--- src/rtl/bram_geom_pkg.sv ---
`default_nettype none

// sizes of the host port, the lanes inside a host word and the banks behind them
package bram_geom_pkg;

  // host side, one wide word as a BRAM controller presents it
  localparam int HOST_WIDTH = 32;                  // host data width
  localparam int HOST_WE    = HOST_WIDTH / 8;      // one enable per host byte

  // bank side, one datum per bank row
  localparam int BANK_WIDTH = 16;                  // bank data width
  localparam int BANK_WE    = BANK_WIDTH / 8;      // one enable per bank byte

  // data packed in a host word, lsb first
  localparam int LANES     = HOST_WIDTH / BANK_WIDTH;
  localparam int LANE_BITS = $clog2(LANES);        // lane number appended below host addr

  // interleaved banks, must be a power of two
  localparam int BANKS     = 4;
  localparam int BANK_BITS = $clog2(BANKS);        // low datum index bits pick the bank

  // row field of a bank request
  // this also caps BANK_DEPTH at 1024 rows
  localparam int BANK_ADDR_MAX = 10;

  // host addr plus lane bits gives the datum index, which is bank sel plus row
  localparam int HOST_ADDR_MAX = BANK_ADDR_MAX + BANK_BITS - LANE_BITS;

  // datum index width, same on both sides of the split
  localparam int DATUM_BITS = HOST_ADDR_MAX + LANE_BITS;

  // largest bank depth the row field can address
  localparam int BANK_DEPTH_MAX = 1 << BANK_ADDR_MAX;

endpackage

`default_nettype wire

--- src/rtl/bram_port_pkg.sv ---
`default_nettype none

// request and read data bundles on both sides of the translator
package bram_port_pkg;

  import bram_geom_pkg::*;

  // host request, sampled on every clock edge with en high
  // any we bit set means write, all clear means read
  typedef struct packed {
    logic                     en;      // access strobe
    logic [HOST_WE-1:0]       we;      // byte b belongs to lane b/2
    logic [HOST_ADDR_MAX-1:0] addr;    // host word address
    logic [HOST_WIDTH-1:0]    wrdata;  // lane l in bits 16l and up
  } host_req_t;

  // request to one bank, a copy of one lane's fields
  typedef struct packed {
    logic                     en;      // bank selected by some lane
    logic [BANK_WE-1:0]       we;      // byte enables of that lane
    logic [BANK_ADDR_MAX-1:0] addr;    // row inside the bank
    logic [BANK_WIDTH-1:0]    wrdata;  // lane write datum
  } bank_req_t;

  // one bank's output register
  // the translator and the top use packed arrays of BANKS of these
  typedef logic [BANK_WIDTH-1:0] bank_rdata_t;

  // bank_req_t layout, msb to lsb:
  //   en     1 bit
  //   we     BANK_WE bits
  //   addr   BANK_ADDR_MAX bits
  //   wrdata BANK_WIDTH bits
  //
  // host_req_t layout, msb to lsb:
  //   en     1 bit
  //   we     HOST_WE bits
  //   addr   HOST_ADDR_MAX bits
  //   wrdata HOST_WIDTH bits
  //
  // a BANKS wide packed array puts bank 0 in the low bits

endpackage

`default_nettype wire

--- src/rtl/bram_bank.sv ---
`default_nettype none

// single port bank, byte writes, registered read port
// a write shows the new row on rdata_o the next cycle (write first)
module bram_bank
  import bram_geom_pkg::*;
  import bram_port_pkg::*;
#(
  parameter int BANK_DEPTH = 256  // rows, power of two up to 1024
) (
  input  logic        clk_i,
  input  logic        rst_i,
  input  bank_req_t   req_i,
  output bank_rdata_t rdata_o
);

  // row index width, at least one bit so a tiny bank still builds
  localparam int ROW_BITS = (BANK_DEPTH > 1) ? $clog2(BANK_DEPTH) : 1;

  logic [BANK_WIDTH-1:0] mem [BANK_DEPTH];  // storage, no reset

  logic [ROW_BITS-1:0]   row;      // addressed row
  logic [BANK_WIDTH-1:0] cur_row;  // row as stored
  logic [BANK_WIDTH-1:0] wr_row;   // row after the byte merge

  // upper addr bits are above the bank depth and ignored
  assign row     = req_i.addr[ROW_BITS-1:0];
  assign cur_row = mem[row];

  // merge the enabled bytes into the stored row
  // with we all zero this is just the stored row, i.e. a read
  always_comb begin
    wr_row = cur_row;
    for (int b = 0; b < BANK_WE; b++) begin
      if (req_i.we[b]) begin
        wr_row[8*b +: 8] = req_i.wrdata[8*b +: 8];
      end
    end
  end

  // byte lanes written separately so tools map this to byte write BRAM
  always_ff @(posedge clk_i) begin
    if (req_i.en) begin
      for (int b = 0; b < BANK_WE; b++) begin
        if (req_i.we[b]) begin
          mem[row][8*b +: 8] <= req_i.wrdata[8*b +: 8];
        end
      end
    end
  end

  // output register, loads on any enabled cycle, holds otherwise
  always_ff @(posedge clk_i) begin
    if (rst_i) begin
      rdata_o <= '0;
    end else if (req_i.en) begin
      rdata_o <= wr_row;  // write first on a write, plain read otherwise
    end
  end

endmodule

`default_nettype wire

--- config.mk ---
export PLATFORM = sky130hd
export DESIGN_NAME = bram_bank
export DESIGN_NICKNAME = d
export VERILOG_FILES = /design/src/rtl/bram_geom_pkg.sv /design/src/rtl/bram_port_pkg.sv /design/src/rtl/bram_bank.sv
export SDC_FILE = /design/constraint.sdc
export NUM_CORES = 2
export LEC_CHECK = 0
export BUFFER_PORTS_ARGS = -buffer_cell sky130_fd_sc_hd__buf_2
export CORE_MARGIN = 4
export CORE_UTILIZATION = 24
export DETAILED_ROUTE_END_ITERATION = 6
export GPL_ROUTABILITY_DRIVEN = 0
export HOLD_SLACK_MARGIN = 0.08
export PLACE_DENSITY = 0.41
export SYNTH_ARGS = -nofsm -noshare
export SYNTH_HDL_FRONTEND = slang
export SYNTH_SLANG_ARGS = --single-unit
--- constraint.sdc ---
create_clock -name clk_i -period 3 [get_ports clk_i]
set_clock_uncertainty 0.2 [all_clocks]
set_input_delay 0.3 -clock clk_i [delete_from_list [all_inputs] [get_ports clk_i]]
set_output_delay 0.3 -clock clk_i [all_outputs]
set_load 0.01 [all_outputs]
======== After elaboration in Yosys (flattened, before gate mapping) ========
Memory sizes are Yosys's and may differ from the RTL's. A register that Yosys moved wholly into a read port is not among the register bits.
Cells that the tools add are included.
cells by class
  muxes and demuxes ....................... 6
operators with widths
  cell              count
  2-to-1 mux 1 bit  6
storage, ports and cells
  register bits ........................... 0
  bits in writable memories ............... 4,096
  memories kept ........................... 1
  output and inout port bits .............. 16
  word-level logic and storage cells ...... 7
  bits of input ports ..................... 31
memories
  name  depth  width  rd ports  clocked after memory_dff  write ports  RTL line         source
  mem   256    16     1         1                         1            bram_bank.sv:20  logic [BANK_WIDTH-1:0] mem [BANK_DEPTH];

======== Longest topological paths before layout ========
  depth in word-level cells ............... 3
  gate-level depth with buffers ........... 14
  mapped depth without buffers ............ 7

======== Least setup slack after synthesis ========
Ideal clock, no wire load.
  kind .................................... input to register
  from .................................... in req_i[16] (netlist name)
  to ...................................... mem mem[105][10], enable pin
  cell stages on the path ................. 12
  required time ........................... 2.430 ns
  setup slack ............................. -0.171 ns
  buffers on the path ..................... 9
  arrival ................................. 2.600 ns
  library setup time ...................... 0.370 ns
  cells stage by stage .................... buf_6 -> buf_8 -> buf_6 -> buf_4 -> buf_6 -> buf_4 -> buf_4 -> nor2b_1 -> buf_2 -> nand3_1 -> clkbuf_1 -> nor2_1
RTL lines
  what                RTL line         source
  start: declaration  bram_bank.sv:13  input bank_req_t req_i,
  end: declaration    bram_bank.sv:20
No word-level cell before the write port.

==> results.txt <==
first-pass GRT wire length = 726000 um
final setup vio count = 0
port bufs = 44
Worst-Skew Late Latency = 1030 ps
fmax = 342 MHz
Layout area overhead = 25.7%
GRT Util Overall = 15.2%
Syn Std Cell Area = 159000 um^2
CTS max path bufs = 4
CP required = 3680 ps
sequential area share after synthesis = 77.6%
power per cell area = 624 nW/um^2
Filler cells = 63.8k
most frequently used flop master after synthesis = edfxtp_1
largest family of logic cells by synthesized area = multiplexers
Area contributors post-synth = edfxtp_1, mux4_2, mux2i_1
CTS tree = done
clock sink count = 4112
DR pass1 iterations = 5
Adder-Cell Fraction of Synth Area = 0%
vias in the first global route = 86.6k
Simple-Gate Fraction of Synth Area = 2.62%
Post-DP HPWL = 357000 um
Yosys warnings = 0
worst vdd ir = 473 uV
DRC errors left = 0
CTS buffer count = 424
drt wl/cell = 29.1 um
max_cap viols = 0
Final Hold Vio Count = 0
share of cells above drive strength 1 = 37.9%
drt initial violations = 8421
status = finished, final reports clean
clk slew on worst S/H paths = 60 ps
Syn Area/Cell = 21.5 um^2
row cnt = 298
Synth Area in Compound Gates = 2.51%
Netlist cell types = 67
Slew Viols, Final = 0
Syn Nets = 7415
post-synth top area cell = edfxtp_1
critical-path maximum fanout = 1
number of synthesized flops with an enable pin = 4096
mux share of post-synthesis cell area = 15.9%
Ports = 47
CP arrival = 3610 ps
flops & latches, synth = 4112
die area = 676000 um^2
Die X = 822 um
Synth top area share = 77.4%
cell count after synthesis = 7384
Nets = 9113
post-CTS setup buffers = 0
min Tclk post-route = 2920 ps
Final Power = 125 mW
RSZ-0062 raised after global routing = no
GRT overflow = 0
Core Util, Final = 30.3%
Async SR Flop Fraction = 0%
worst-margin pin slew = 1020 ps
Chip Height = 822 um
DR vias/cell = 4.58
xor/xnor cell area share of the yosys netlist = 0%
pin count of the biggest net entering global routing = 160
period utilization = 97.4%
Starting Density = 24.1%
Worst Path Class, Setup = flop to flop
antenna violations before repair = 71
slew margin rel. = 31.3%
core footprint = 660000 um^2
hold crit path type = primary input to flop
Lkg Pwr = 63.9 nW
CTS root buffer = clkbuf_16
critical path launch point type = flop
CTS H-Tree Depth = 5
Vias = 83.2k
DRT Wirelength = 528000 um
ANT nets after route = 0
Worst Setup End Kind = flop
[cell usage after synthesis (5+ instances only)]
cell / instances
buf_1: 42
a31oi_1: 6
or2_2: 8
a32oi_1: 81
edfxtp_1: 4096
o221ai_1: 18
a221o_1: 16
a311oi_1: 5
buf_4: 51
and2_1: 6
o32ai_1: 5
buf_2: 96
a22o_1: 24
buf_6: 27
a211oi_1: 17
nand2_1: 274
a32o_1: 6
o22ai_1: 30
nor2_1: 567
nor2b_1: 16
dfxtp_1: 16
mux4_2: 1014
mux2_2: 17
inv_1: 5
o21a_1: 15
nor4_1: 14
a21oi_1: 85
a22oi_1: 118
a2111oi_0: 11
mux2i_1: 221
a221oi_1: 35
clkbuf_1: 244
nand3_1: 48
nand2b_1: 13
nor3_1: 32
o21ai_0: 40
o211ai_1: 6
nand4_1: 12
[kinds of logic after synthesis]
kind of cell | Yosys count
AOI/OAI and AO/OA | 538
buffers and inverters | 469
DFF | 4112
muxes | 1252
and+or+nand+nor | 1013
[cell type report]
cell class | instances | area, um^2 | area share, %
flip-flops and latches | 4112 | 123000 | 61.7
multi-input cells | 2803 | 34500 | 17.3
repair buffers | 1734 | 16900 | 8.48
clock buffers | 496 | 11000 | 5.49
well taps | 8700 | 10900 | 5.45
clock inverters | 285 | 3140 | 1.57
inverters | 7 | 33.8 | 0.0169
diodes | 12 | 30.0 | 0.0150
[critical path, stage by stage, from the launching register on]
cell and delay [ps]:
edfxtp_1 380, mux4_2 480, a22oi_2 200, buf_4 160, nand4_1 180, buf_4 220, a2111oi_2 370, buf_4 170
nand2_1 140, a221o_1 330
[repair_timing]
item,4_1_cts,5_1_grt
hold buffers,33,0
gates resized for setup,15,13
pin swaps,2,5
endpoints found under the hold margin,4357,0
endpoints found under the setup margin,8,10
[placed cells by master, fill, tap and decap left out, drive strengths merged, types with 35 or more instances in the layout]
cell       n
a22oi    118
bufinv    55
buf     1694
nand2    274
o21ai     41
edfxtp  4096
nand3     48
mux2i    221
a221oi    35
clkbuf   503
mux4    1014
a21oi     85
nor2     567
a32oi     81
clkinv   195
[metrics by stage]
step | setup WS, ps | cell area, um^2 | hold WS, ps | instances | setup TNS, ps
2_1_floorplan | -112 | 160000 | 199 | 7384 | -36450
3_5_place_dp | -1270 | 185000 | 303 | 17300 | -189910
4_1_cts | 0.725 | 200000 | 80.9 | 18100 | 0
3_3_place_gp | -1360 | 185000 | 306 | 17300 | -202380
5_1_grt | 4.47 | 200000 | 107 | 18100 | 0
6_report | 77.1 | 200000 | 158 | 18100 | 0
[layer usage]
| layer | GRT usage, % | vias to the layer above | wire length [um] |
|---|---|---|---|
| li1 | - | 34400 | - |
| met1 | 21.0 | 45500 | 231000 |
| met2 | 25.1 | 2581 | 254000 |
| met3 | 2.13 | 620 | 29600 |
| met4 | 3.87 | 6 | 14500 |
| met5 | 0 | - | 41 |
[flip-flops by register name, summed over array words and instances, names as in the netlist]
name     cells
rdata_o     16
mem       4096
[power by group]
| part | total (mW) | switching [mW] | internal (mW) |
|---|---|---|---|
| logic | 7.58 | 4.71 | 2.87 |
| clock network | 53.9 | 22.9 | 31.0 |
| registers | 63.3 | 0.0707 | 63.2 |
[worst paths after layout]
path                            from                      end  slack [ps]  cells after the start
max reg2reg     mem[12][5]$_DFFE_PP_  rdata_o[5]$_SDFFE_PP0P_          80                      9
min                        req_i[13]   mem[232][13]$_DFFE_PP_         160                      2
max             mem[12][5]$_DFFE_PP_  rdata_o[5]$_SDFFE_PP0P_          80                      9
min reg2reg  rdata_o[2]$_SDFFE_PP0P_  rdata_o[2]$_SDFFE_PP0P_         330                      1
Power figures use the tool's default switching activity.
