<file path="src/rtl/bram_geom_pkg.sv">
`default_nettype none

// sizes of the host port, the lanes inside a host word and the banks behind them
package bram_geom_pkg;

  // host side, one wide word as a BRAM controller presents it
  localparam int HOST_WIDTH = 32;                  // host data width
  localparam int HOST_WE    = HOST_WIDTH / 8;      // one enable per host byte

  // bank side, one datum per bank row
  localparam int BANK_WIDTH = 16;                  // bank data width
  localparam int BANK_WE    = BANK_WIDTH / 8;      // one enable per bank byte

  // data packed in a host word, lsb first
  localparam int LANES     = HOST_WIDTH / BANK_WIDTH;
  localparam int LANE_BITS = $clog2(LANES);        // lane number appended below host addr

  // interleaved banks, must be a power of two
  localparam int BANKS     = 4;
  localparam int BANK_BITS = $clog2(BANKS);        // low datum index bits pick the bank

  // row field of a bank request
  // this also caps BANK_DEPTH at 1024 rows
  localparam int BANK_ADDR_MAX = 10;

  // host addr plus lane bits gives the datum index, which is bank sel plus row
  localparam int HOST_ADDR_MAX = BANK_ADDR_MAX + BANK_BITS - LANE_BITS;

  // datum index width, same on both sides of the split
  localparam int DATUM_BITS = HOST_ADDR_MAX + LANE_BITS;

  // largest bank depth the row field can address
  localparam int BANK_DEPTH_MAX = 1 << BANK_ADDR_MAX;

endpackage

`default_nettype wire

</file>
<file path="src/rtl/bram_port_pkg.sv">
`default_nettype none

// request and read data bundles on both sides of the translator
package bram_port_pkg;

  import bram_geom_pkg::*;

  // host request, sampled on every clock edge with en high
  // any we bit set means write, all clear means read
  typedef struct packed {
    logic                     en;      // access strobe
    logic [HOST_WE-1:0]       we;      // byte b belongs to lane b/2
    logic [HOST_ADDR_MAX-1:0] addr;    // host word address
    logic [HOST_WIDTH-1:0]    wrdata;  // lane l in bits 16l and up
  } host_req_t;

  // request to one bank, a copy of one lane's fields
  typedef struct packed {
    logic                     en;      // bank selected by some lane
    logic [BANK_WE-1:0]       we;      // byte enables of that lane
    logic [BANK_ADDR_MAX-1:0] addr;    // row inside the bank
    logic [BANK_WIDTH-1:0]    wrdata;  // lane write datum
  } bank_req_t;

  // one bank's output register
  // the translator and the top use packed arrays of BANKS of these
  typedef logic [BANK_WIDTH-1:0] bank_rdata_t;

  // bank_req_t layout, msb to lsb:
  //   en     1 bit
  //   we     BANK_WE bits
  //   addr   BANK_ADDR_MAX bits
  //   wrdata BANK_WIDTH bits
  //
  // host_req_t layout, msb to lsb:
  //   en     1 bit
  //   we     HOST_WE bits
  //   addr   HOST_ADDR_MAX bits
  //   wrdata HOST_WIDTH bits
  //
  // a BANKS wide packed array puts bank 0 in the low bits

endpackage

`default_nettype wire

</file>
<file path="src/rtl/bram_intrf_translator.sv">
`default_nettype none

// spreads one host access over the banks and gathers the read data back
//
// datum index = {host addr, lane}
//   low BANK_BITS pick the bank
//   the rest is the row inside that bank
// two lanes always land in two different banks, since their indexes
// differ only in the lane bit, which sits inside the bank select
module bram_intrf_translator
  import bram_geom_pkg::*;
  import bram_port_pkg::*;
#(
  parameter int BANK_DEPTH = 256  // rows per bank
) (
  input  logic                         clk_i,
  input  logic                         rst_i,
  input  host_req_t                    host_req_i,
  output logic [HOST_WIDTH-1:0]        host_rddata_o,
  output bank_req_t   [BANKS-1:0]      bank_req_o,
  input  bank_rdata_t [BANKS-1:0]      bank_rdata_i
);

  // only rows that exist in a bank survive the split
  localparam logic [BANK_ADDR_MAX-1:0] ROW_MASK = BANK_ADDR_MAX'(BANK_DEPTH - 1);

  // depth has to fit the row field and be a power of two
  if (BANK_DEPTH > BANK_DEPTH_MAX) begin : g_depth_too_big
    $error("bram_intrf_translator: BANK_DEPTH %0d above %0d", BANK_DEPTH, BANK_DEPTH_MAX);
  end
  if ((BANK_DEPTH & (BANK_DEPTH - 1)) != 0) begin : g_depth_not_pow2
    $error("bram_intrf_translator: BANK_DEPTH %0d not a power of two", BANK_DEPTH);
  end

  // per lane view of the host access
  logic [LANES-1:0][DATUM_BITS-1:0]    lane_idx;   // full datum index
  logic [LANES-1:0][BANK_BITS-1:0]     lane_bank;  // bank that serves the lane
  logic [LANES-1:0][BANK_ADDR_MAX-1:0] lane_row;   // row in that bank
  logic [LANES-1:0][BANKS-1:0]         lane_hot;   // one hot bank select
  logic [LANES-1:0][BANK_WE-1:0]       lane_we;    // lane byte enables
  logic [LANES-1:0][BANK_WIDTH-1:0]    lane_wr;    // lane write datum

  logic [BANKS-1:0] bank_en;  // or of the lane selects, gated by host en

  // selection of the last enabled access, steers the read data
  logic [LANES-1:0][BANK_BITS-1:0] sel_q;

  // binary bank number to one hot
  function automatic logic [BANKS-1:0] bank_onehot(input logic [BANK_BITS-1:0] bank);
    logic [BANKS-1:0] hot;
    hot       = '0;
    hot[bank] = 1'b1;
    return hot;
  endfunction

  // split the host word into lanes
  for (genvar l = 0; l < LANES; l++) begin : g_lane
    // append the lane number below the host address
    assign lane_idx[l]  = {host_req_i.addr, LANE_BITS'(l)};
    assign lane_bank[l] = lane_idx[l][BANK_BITS-1:0];
    // drop row bits beyond the bank depth
    assign lane_row[l]  = lane_idx[l][DATUM_BITS-1:BANK_BITS] & ROW_MASK;
    assign lane_hot[l]  = bank_onehot(lane_bank[l]);

    // host byte b goes to lane b/2, byte b%2
    assign lane_we[l]   = host_req_i.we[l*BANK_WE +: BANK_WE];
    assign lane_wr[l]   = host_req_i.wrdata[l*BANK_WIDTH +: BANK_WIDTH];
  end

  // bank enables, zero whenever the host is idle
  always_comb begin
    bank_en = '0;
    if (host_req_i.en) begin
      for (int l = 0; l < LANES; l++) begin
        bank_en = bank_en | lane_hot[l];
      end
    end
  end

  // bank k always carries lane k % LANES
  // a lane with an even datum index can only hit an even bank, and so on,
  // so the banks of one lane position all see that lane's fields
  for (genvar k = 0; k < BANKS; k++) begin : g_bank
    assign bank_req_o[k].en     = bank_en[k];
    assign bank_req_o[k].we     = lane_we[k % LANES];
    assign bank_req_o[k].addr   = lane_row[k % LANES];
    assign bank_req_o[k].wrdata = lane_wr[k % LANES];
  end

  // remember which bank served each lane, the data comes back next cycle
  always_ff @(posedge clk_i) begin
    if (rst_i) begin
      sel_q <= '0;
    end else if (host_req_i.en) begin
      sel_q <= lane_bank;
    end
  end

  // gather each lane's word from its bank
  // bank regs and sel_q both hold while idle, so the result holds too
  always_comb begin
    for (int l = 0; l < LANES; l++) begin
      host_rddata_o[l*BANK_WIDTH +: BANK_WIDTH] = bank_rdata_i[sel_q[l]];
    end
  end

endmodule

`default_nettype wire

</file>
<file path="config.mk">
export PLATFORM = sky130hd
export DESIGN_NAME = bram_intrf_translator
export DESIGN_NICKNAME = d
export VERILOG_FILES = /design/src/rtl/bram_geom_pkg.sv /design/src/rtl/bram_port_pkg.sv /design/src/rtl/bram_intrf_translator.sv
export SDC_FILE = /design/constraint.sdc
export NUM_CORES = 1
export LEC_CHECK = 0
export BUFFER_PORTS_ARGS = -buffer_cell sky130_fd_sc_hd__clkbuf_2
export CAP_MARGIN = 20
export CORE_AREA = 5 5 97 99
export CTS_CLUSTER_SIZE = 16
export DETAILED_ROUTE_END_ITERATION = 8
export DIE_AREA = 0 0 102 104
export PLACE_DENSITY_LB_ADDON = 0.25
export RECOVER_POWER = 25
export SLEW_MARGIN = 20
export SYNTH_ARGS = -nofsm -noshare
export SYNTH_HDL_FRONTEND = slang
export SYNTH_SLANG_ARGS = --single-unit
</file>
<file path="constraint.sdc">
create_clock -name clk_i -period 1.4 [get_ports clk_i]
set_input_delay 0.07 -clock clk_i [delete_from_list [all_inputs] [get_ports clk_i]]
set_output_delay 0.07 -clock clk_i [all_outputs]
set_load 0.005 [all_outputs]
</file>
; Word-level counts from Yosys, hierarchy flattened
; Index checks and enable logic that the tools add are counted.
[classes]
order_cmp = 6
muxes = 9
bitwise_logic = 1
reduce_logical = 2
[ops]
columns = op, n
row1 = $mux W16, 3
row2 = $bmux W16 S2, 1
row3 = $lt A2 B3 Y1 const B, 4
row4 = $ge A2 B1 Y1 const B, 2
row5 = $mux W4, 1
row6 = $or A3 B4 Y4, 1
row7 = $demux W1 S1, 2
row8 = $logic_and A1 B1 Y1, 2
row9 = $mux W1, 2
[word_totals]
register_bits = 3
inputBits = 114
output_inout_bits = 148
wordCells = 20

; Depth between registers and ports, before layout
; Gate-level depths: netlist (run 1).
[depth]
word_depth = 6
ltp_mapped = 5
depth_no_buf = 2

; Worst setup path before layout (run 1)
; No wires, ideal clock.
[synth_path]
path_type = reg2out
start = register, netlist name sel_q[3]
end = output port host_rddata_o[10]
arrival_ns = 1.068
required_ns = 1.330
path_slack_ns = 0.262
path_stages_with_launch = 5
n_path_buf = 3
path_cell_list = dfxtp_1 -> buf_2 -> buf_6 -> buf_6 -> mux2_2
[synth_lines]
columns = item, line_no
row1 = end: declaration, bram_intrf_translator.sv:19  ; output logic [HOST_WIDTH-1:0] host_rddata_o,

; Final worst setup path (run 1)
[layout_path]
start = register sel_q[2] in the netlist's numbering
end = output port host_rddata_o[31]
[layout_via]
elab_chain_cells = 2
[layout_rtl]
columns = item, line_no
row1 = start: declaration, bram_intrf_translator.sv:46  ; logic [LANES-1:0][BANK_BITS-1:0] sel_q;
row2 = start signal: assignment, bram_intrf_translator.sv:95  ; sel_q <= lane_bank;
row3 = $bmux W16 S2, bram_intrf_translator.sv:103  ; host_rddata_o[l*BANK_WIDTH +: BANK_WIDTH] = bank_rdata_i[sel_q[l]];
row4 = $mux W16 (not written as such), bram_intrf_translator.sv:103
; No other way between the ends. The select of a mux whose other input is x is not followed.

==> metrics.yaml, run 1 <==
start_kind: "flip-flop"
p_sw_uw: 217
post_drt_via_cell_ratio: 3.71
area_growth_pct: -6.63
fin_crit_sh_pct: 101
hold_slack_ns: 0.0376
internal_power_uw: 528
hold_path_depth: 2
failed_checks: "negative setup slack"
syn_area_per_cell_um2: 9.85
critical_path_class: "flip-flop to output pin"
dieWidth_um: 102
synthSimpleGateAreaFrac_pct: 1.50
synth_cell_types: 13
hold_path.class: "primary input to flip-flop"
cts.sinks: 2
nets: 280
gr-total-overflow: 0
worstPathRequired_ns: 1.33
grt_util_met1_pct: 6.88
finalHoldViolCount: 0
yosysSeqAreaShare_pct: 2.53
ir_worst_vdd_uv: 118
min-delay-start: "rst_i"
grt_max_degree: 19
p_comb_share_pct: 61.0
final-setup-viol-count: 4
leakage_uw: 0.000739
cts.path.max_buffers: 2
place_hpwl_um: 3630
die-area_mm2: 0.0106
syn_inst: 161
synth_xor_area_share_pct: 0
wirelength_um: 4200
cts_buffers: 3
drive_above_1_share_pct: 91.5
grt-busiest-layer: "met2"
gr-usage-all-layers_pct: 7.32
r2r_cells: 4
startpoint: "sel_q[2]"
r2r-end: "sel_q[3]"
reg.largest.list: "sel_q (2)"
setup_slack_ns: -0.0155
clockPowerShare_pct: 30.1
largest_register: "sel_q"
numPortBuffers: 103
synthMuxAreaShare_pct: 37.6
critical_path_arrival_ns: 1.35
antenna_found_initial: 0
dr.pass1.iters: 4
drtIter0Drc: 24
powerDensity_mw_per_mm2: 503
mostFrequentLayoutCell: "clkbuf_2"
synth_top_family_by_area: "buffers and inverters"
maxSlewViolCount: 0
wl_per_cell_um: 15.4
clk_pin_slew_ns: 0.03
fp-row-count: 34
yosysWarnings: 0
gp_congestion: 0.646
finClkSkew_ns: 0
dr_total_vias: 1009
synthAdderAreaFrac_pct: 0
htree_levels: 1
met2_usage_pct: 12.9
use_met3_pct: 2.48
ant_nets: 0
period_needed_ns: 1.42
synth_area_mm2: 0.00159
cts_tree: "done"
ys_ff_latch: 2
start_util_pct: 18.7
maxCapViolCount: 0
critPathMaxFanout: 8
sequentialPowerShare_pct: 8.9
layout_common_cells: "clkbuf_2 (103), mux4_2 (16), mux2_2 (12)"
drc: 0
synth_compound_area_share_pct: 0
grt_pass1_vias: 1179
diodes: 0
power_uw: 745
outcome: "complete, but fails checks"
rsz0062_at_grt: "yes"
reg2reg_from: "sel_q[3]"
r2r_slack_ns: 0.48
critPathCaptureType: "output pin"
switching_share_pct: 29.1
largest_reg_flops: 2
core_area_mm2: 0.00847
pin_count: 262
hold_end: "sel_q[3]"
grt_pass1_wl_um: 6220
die_h_um: 104
cts_root_buffer: "clkbuf_8"
clk_latency_ns: 0.21
fmax_mhz: 706
post-route-util_pct: 17.5
## cells in the mapped netlist (all sizes together)
master / instances / area [µm²]
mux2: 16 / 180
conb: 1 / 3.75
nor2b: 1 / 6.26
mux4: 16 / 405
buf: 120 / 922
mux2i: 1 / 10.0
and2: 1 / 6.26
nor2: 3 / 11.3
dfxtp: 2 / 40.0
## worst max-delay path, cell delays in order (launching register included)
cell and delay [ns]:
dfxtp_2 0.34, buf_12 0.15, mux4_2 0.51, clkbuf_2 0.13
## what timing repair did
action / CTS / global route
hold buffers: 0 / 0
setup endpoints to repair: 29 / 29
buffers inserted: 0 / 5
endpoints found under the hold margin: 0 / 0
gates resized for setup: 13 / 9
## layer usage
layer  vias up  wire length (µm)  part of all wire [%]
li1        429                 -                     -
met1       452              1230                    29
met2        79              2150                    51
met3        49               574                    14
met4         0               239                   5.7
met5         -                 0                     0
## how the worst max path moves through the flow
stage / end / cells past startpoint
floorplan: host_rddata_o[10] / 4
global placement: host_rddata_o[31] / 3
detailed placement: host_rddata_o[31] / 3
CTS: host_rddata_o[25] / 3
global route: host_rddata_o[28] / 3
finish: host_rddata_o[31] / 3
## cell families (layout without fill, tap and decap cells)
logic type | Yosys count | after routing
buffers and inverters | 120 | 116
multiplexers | 33 | 33
AND/OR/NAND/NOR | 5 | 5
flip-flops | 2 | 2
other | 1 | 8
## final cells by class
class | count | area (µm²)
Fill cell | 964 | 6990
Sequential cell | 2 | 45.0
Clock buffer | 3 | 41.3
Multi-Input combinational cell | 46 | 619
Tap cell | 108 | 135
Timing Repair Buffer | 113 | 639
## through the flow
step	TNS [ns]	cells	worst slack, ns	cell area [µm²]
2_1_floorplan	0	168	0.262	1610
3_3_place_gp	0	264	0.0904	1400
3_5_place_dp	0	264	0.0936	1400
4_1_cts	-0.333	267	-0.0499	1420
5_1_grt	-0.626	272	-0.0690	1480
6_report	-0.0205	272	-0.0155	1480
## power groups by stage
stage	registers (µW)	clock network (µW)	logic [µW]
final	66.0	225	455
after global routing	66.4	240	502
after CTS	71.7	234	434
after detailed placement	71.7	0	420
after global placement	71.7	0	416
after floorplan	62.9	0	465
No activity file was read; power rests on OpenSTA's default activity.
==> run 2, diff against run 1 <==
--- a/config.mk
+++ b/config.mk
@@ -7,10 +7,10 @@
 export LEC_CHECK = 0
 export BUFFER_PORTS_ARGS = -buffer_cell sky130_fd_sc_hd__clkbuf_2
 export CAP_MARGIN = 20
-export CORE_AREA = 5 5 97 99
+export CORE_AREA = 5 5 100 102
 export CTS_CLUSTER_SIZE = 16
 export DETAILED_ROUTE_END_ITERATION = 8
-export DIE_AREA = 0 0 102 104
+export DIE_AREA = 0 0 105 107
 export PLACE_DENSITY_LB_ADDON = 0.25
 export RECOVER_POWER = 25
 export SLEW_MARGIN = 20
==> constraint.sdc (replaced) <==
create_clock -name clk_i -period 1.2 [get_ports clk_i]
set_input_delay 0.06 -clock clk_i [delete_from_list [all_inputs] [get_ports clk_i]]
set_output_delay 0.06 -clock clk_i [all_outputs]
set_load 0.005 [all_outputs]
==> metrics.yaml, run 2 (synthesized netlist as in run 1, its figures left out) <==
failed_checks: "negative setup slack"
pin_count: 262  # unchanged
reg.largest.list: "sel_q (2)"
pre_cts_ws_ns: -0.0507  # -0.144 ns
cts.path.max_buffers: 2  # unchanged
r2r_slack_ns: 0.28  # -0.20 ns
grt_max_degree: 10  # -9
drive_above_1_share_pct: 91.7  # +0.25 points
die_h_um: 107  # +2.9%
antenna_found_initial: 0  # unchanged
gr-total-overflow: 0  # unchanged
clk_latency_ns: 0.21  # about the same
hold_slack_ns: 0.0550  # +0.0175 ns
holdBufCountCts: 0  # unchanged
final-setup-viol-count: 32  # +28
maxSlewViolCount: 0  # unchanged
ant_nets: 0  # unchanged
period_needed_ns: 1.41
ir_worst_vdd_uv: 143  # +21%
grt_pass1_vias: 1161  # -1.5%
dr_total_vias: 1019  # +0.99%
leakage_uw: 0.000841  # +14%
htree_levels: 1  # unchanged
post_drt_via_cell_ratio: 3.64  # -1.9%
powerDensity_mw_per_mm2: 576  # +14%
gp_congestion: 0.648  # +0.36%
place_hpwl_um: 4170  # +15%
power_uw: 964  # +29%
mostFrequentLayoutCell: "clkbuf_2"
rsz0062_at_grt: "yes"
finalHoldViolCount: 0  # unchanged
cts.sinks: 2  # unchanged
core_area_mm2: 0.00902  # +6.6%
setup_slack_ns: -0.212  # -0.196 ns
fin_crit_sh_pct: 118
numPortBuffers: 103  # unchanged
finClkSkew_ns: 0  # unchanged
dr.pass1.iters: 2  # -2
hold_path.class: "primary input to flip-flop"
critical_path_arrival_ns: 1.35  # about the same
grt_pass1_wl_um: 7140  # +15%
critPathMaxFanout: 5  # -3
start_kind: "flip-flop"
fp-row-count: 35  # +2.9%
outcome: "complete, but fails checks"
cts_tree: "done"
clk_pin_slew_ns: 0.03  # about the same
fmax_mhz: 708
wirelength_um: 5090  # +21%
diodes: 0  # unchanged
cts_root_buffer: "clkbuf_8"
final.fill_count: 1000  # +3.7%
layout_common_cells: "clkbuf_2 (102), mux2_4 (16), mux4_2 (16)"
nets: 285  # +1.8%
dieWidth_um: 105  # +2.9%
critPathCaptureType: "output pin"
largest_register: "sel_q"
start_util_pct: 17.6  # -1.2 points
cts_buffers: 3  # unchanged
area_growth_pct: 5.52
maxCapViolCount: 0  # unchanged
drc: 0  # unchanged
worstPathRequired_ns: 1.14  # -0.19 ns
largest_reg_flops: 2  # unchanged
gr-usage-all-layers_pct: 8.24  # +0.92 points
critical_path_class: "flip-flop to output pin"
wl_per_cell_um: 18.2  # +18%
die-area_mm2: 0.0112  # +5.9%
post-route-util_pct: 18.5  # +1.1 points
drtIter0Drc: 8  # -67%
[run 2: changes by cell type in the layout (fill, tap and decap cells not counted), sizes merged]
cell and delta:
buf +5
[run 2: worst paths after layout]
path                  from               end  depth (start not counted)
setup / recovery  sel_q[3]  host_rddata_o[8]                          5
hold / removal       rst_i          sel_q[3]                          2
setup reg to reg  sel_q[3]          sel_q[3]                          4
hold reg to reg   sel_q[2]          sel_q[2]                          4
[run 2: stage by stage]
step / area [µm²] / setup TNS (ns) / cells
2_1_floorplan: 1610 / 0 / 168
3_3_place_gp: 1430 / -0.348 / 268
3_5_place_dp: 1430 / -0.444 / 268
4_1_cts: 1630 / -6.23 / 279
5_1_grt: 1670 / -7.09 / 280
6_report: 1670 / -5.42 / 280
[run 2: layout make-up]
cell class | count | area (µm²) | share of cell area [%]
well taps | 111 | 139 | 8.30
multi-input cells | 46 | 664 | 39.7
flip-flops and latches | 2 | 47.5 | 2.84
clock buffers | 3 | 41.3 | 2.47
repair buffers | 118 | 781 | 46.7
[run 2: repair_timing]
item | 4_1_cts | 5_1_grt
buffers inserted | 5 | 0
pin swaps | 0 | 0
hold endpoints to repair | 0 | 0
endpoints found under the setup margin | 29 | 32
resized for setup | 40 | 3
cloned | 3 | 1
[run 2: report_power, final]
group / leakage, µW / switching, µW / internal, µW / total [µW]
Combinational: 0.000802 / 215 / 406 / 621
Sequential: 0.0000178 / 10.7 / 70.5 / 81.3
Clock: 0.0000216 / 49.4 / 212 / 261
[run 2: per-layer routing]
metal | global-route usage [%] | up-vias | routed length, µm
met5 | 0 | - | 0
met4 | 4.47 | 0 | 225
met3 | 5.42 | 41 | 834
met2 | 13.5 | 85 | 2550
met1 | 7.79 | 452 | 1470
li1 | - | 441 | -
[run 2: worst max-delay path: stages (launching register included)]
cell	delay, ns
dfxtp_4	0.36
buf_16	0.15
buf_6	0.12
buf_6	0.10
mux2_4	0.29
buf_6	0.12
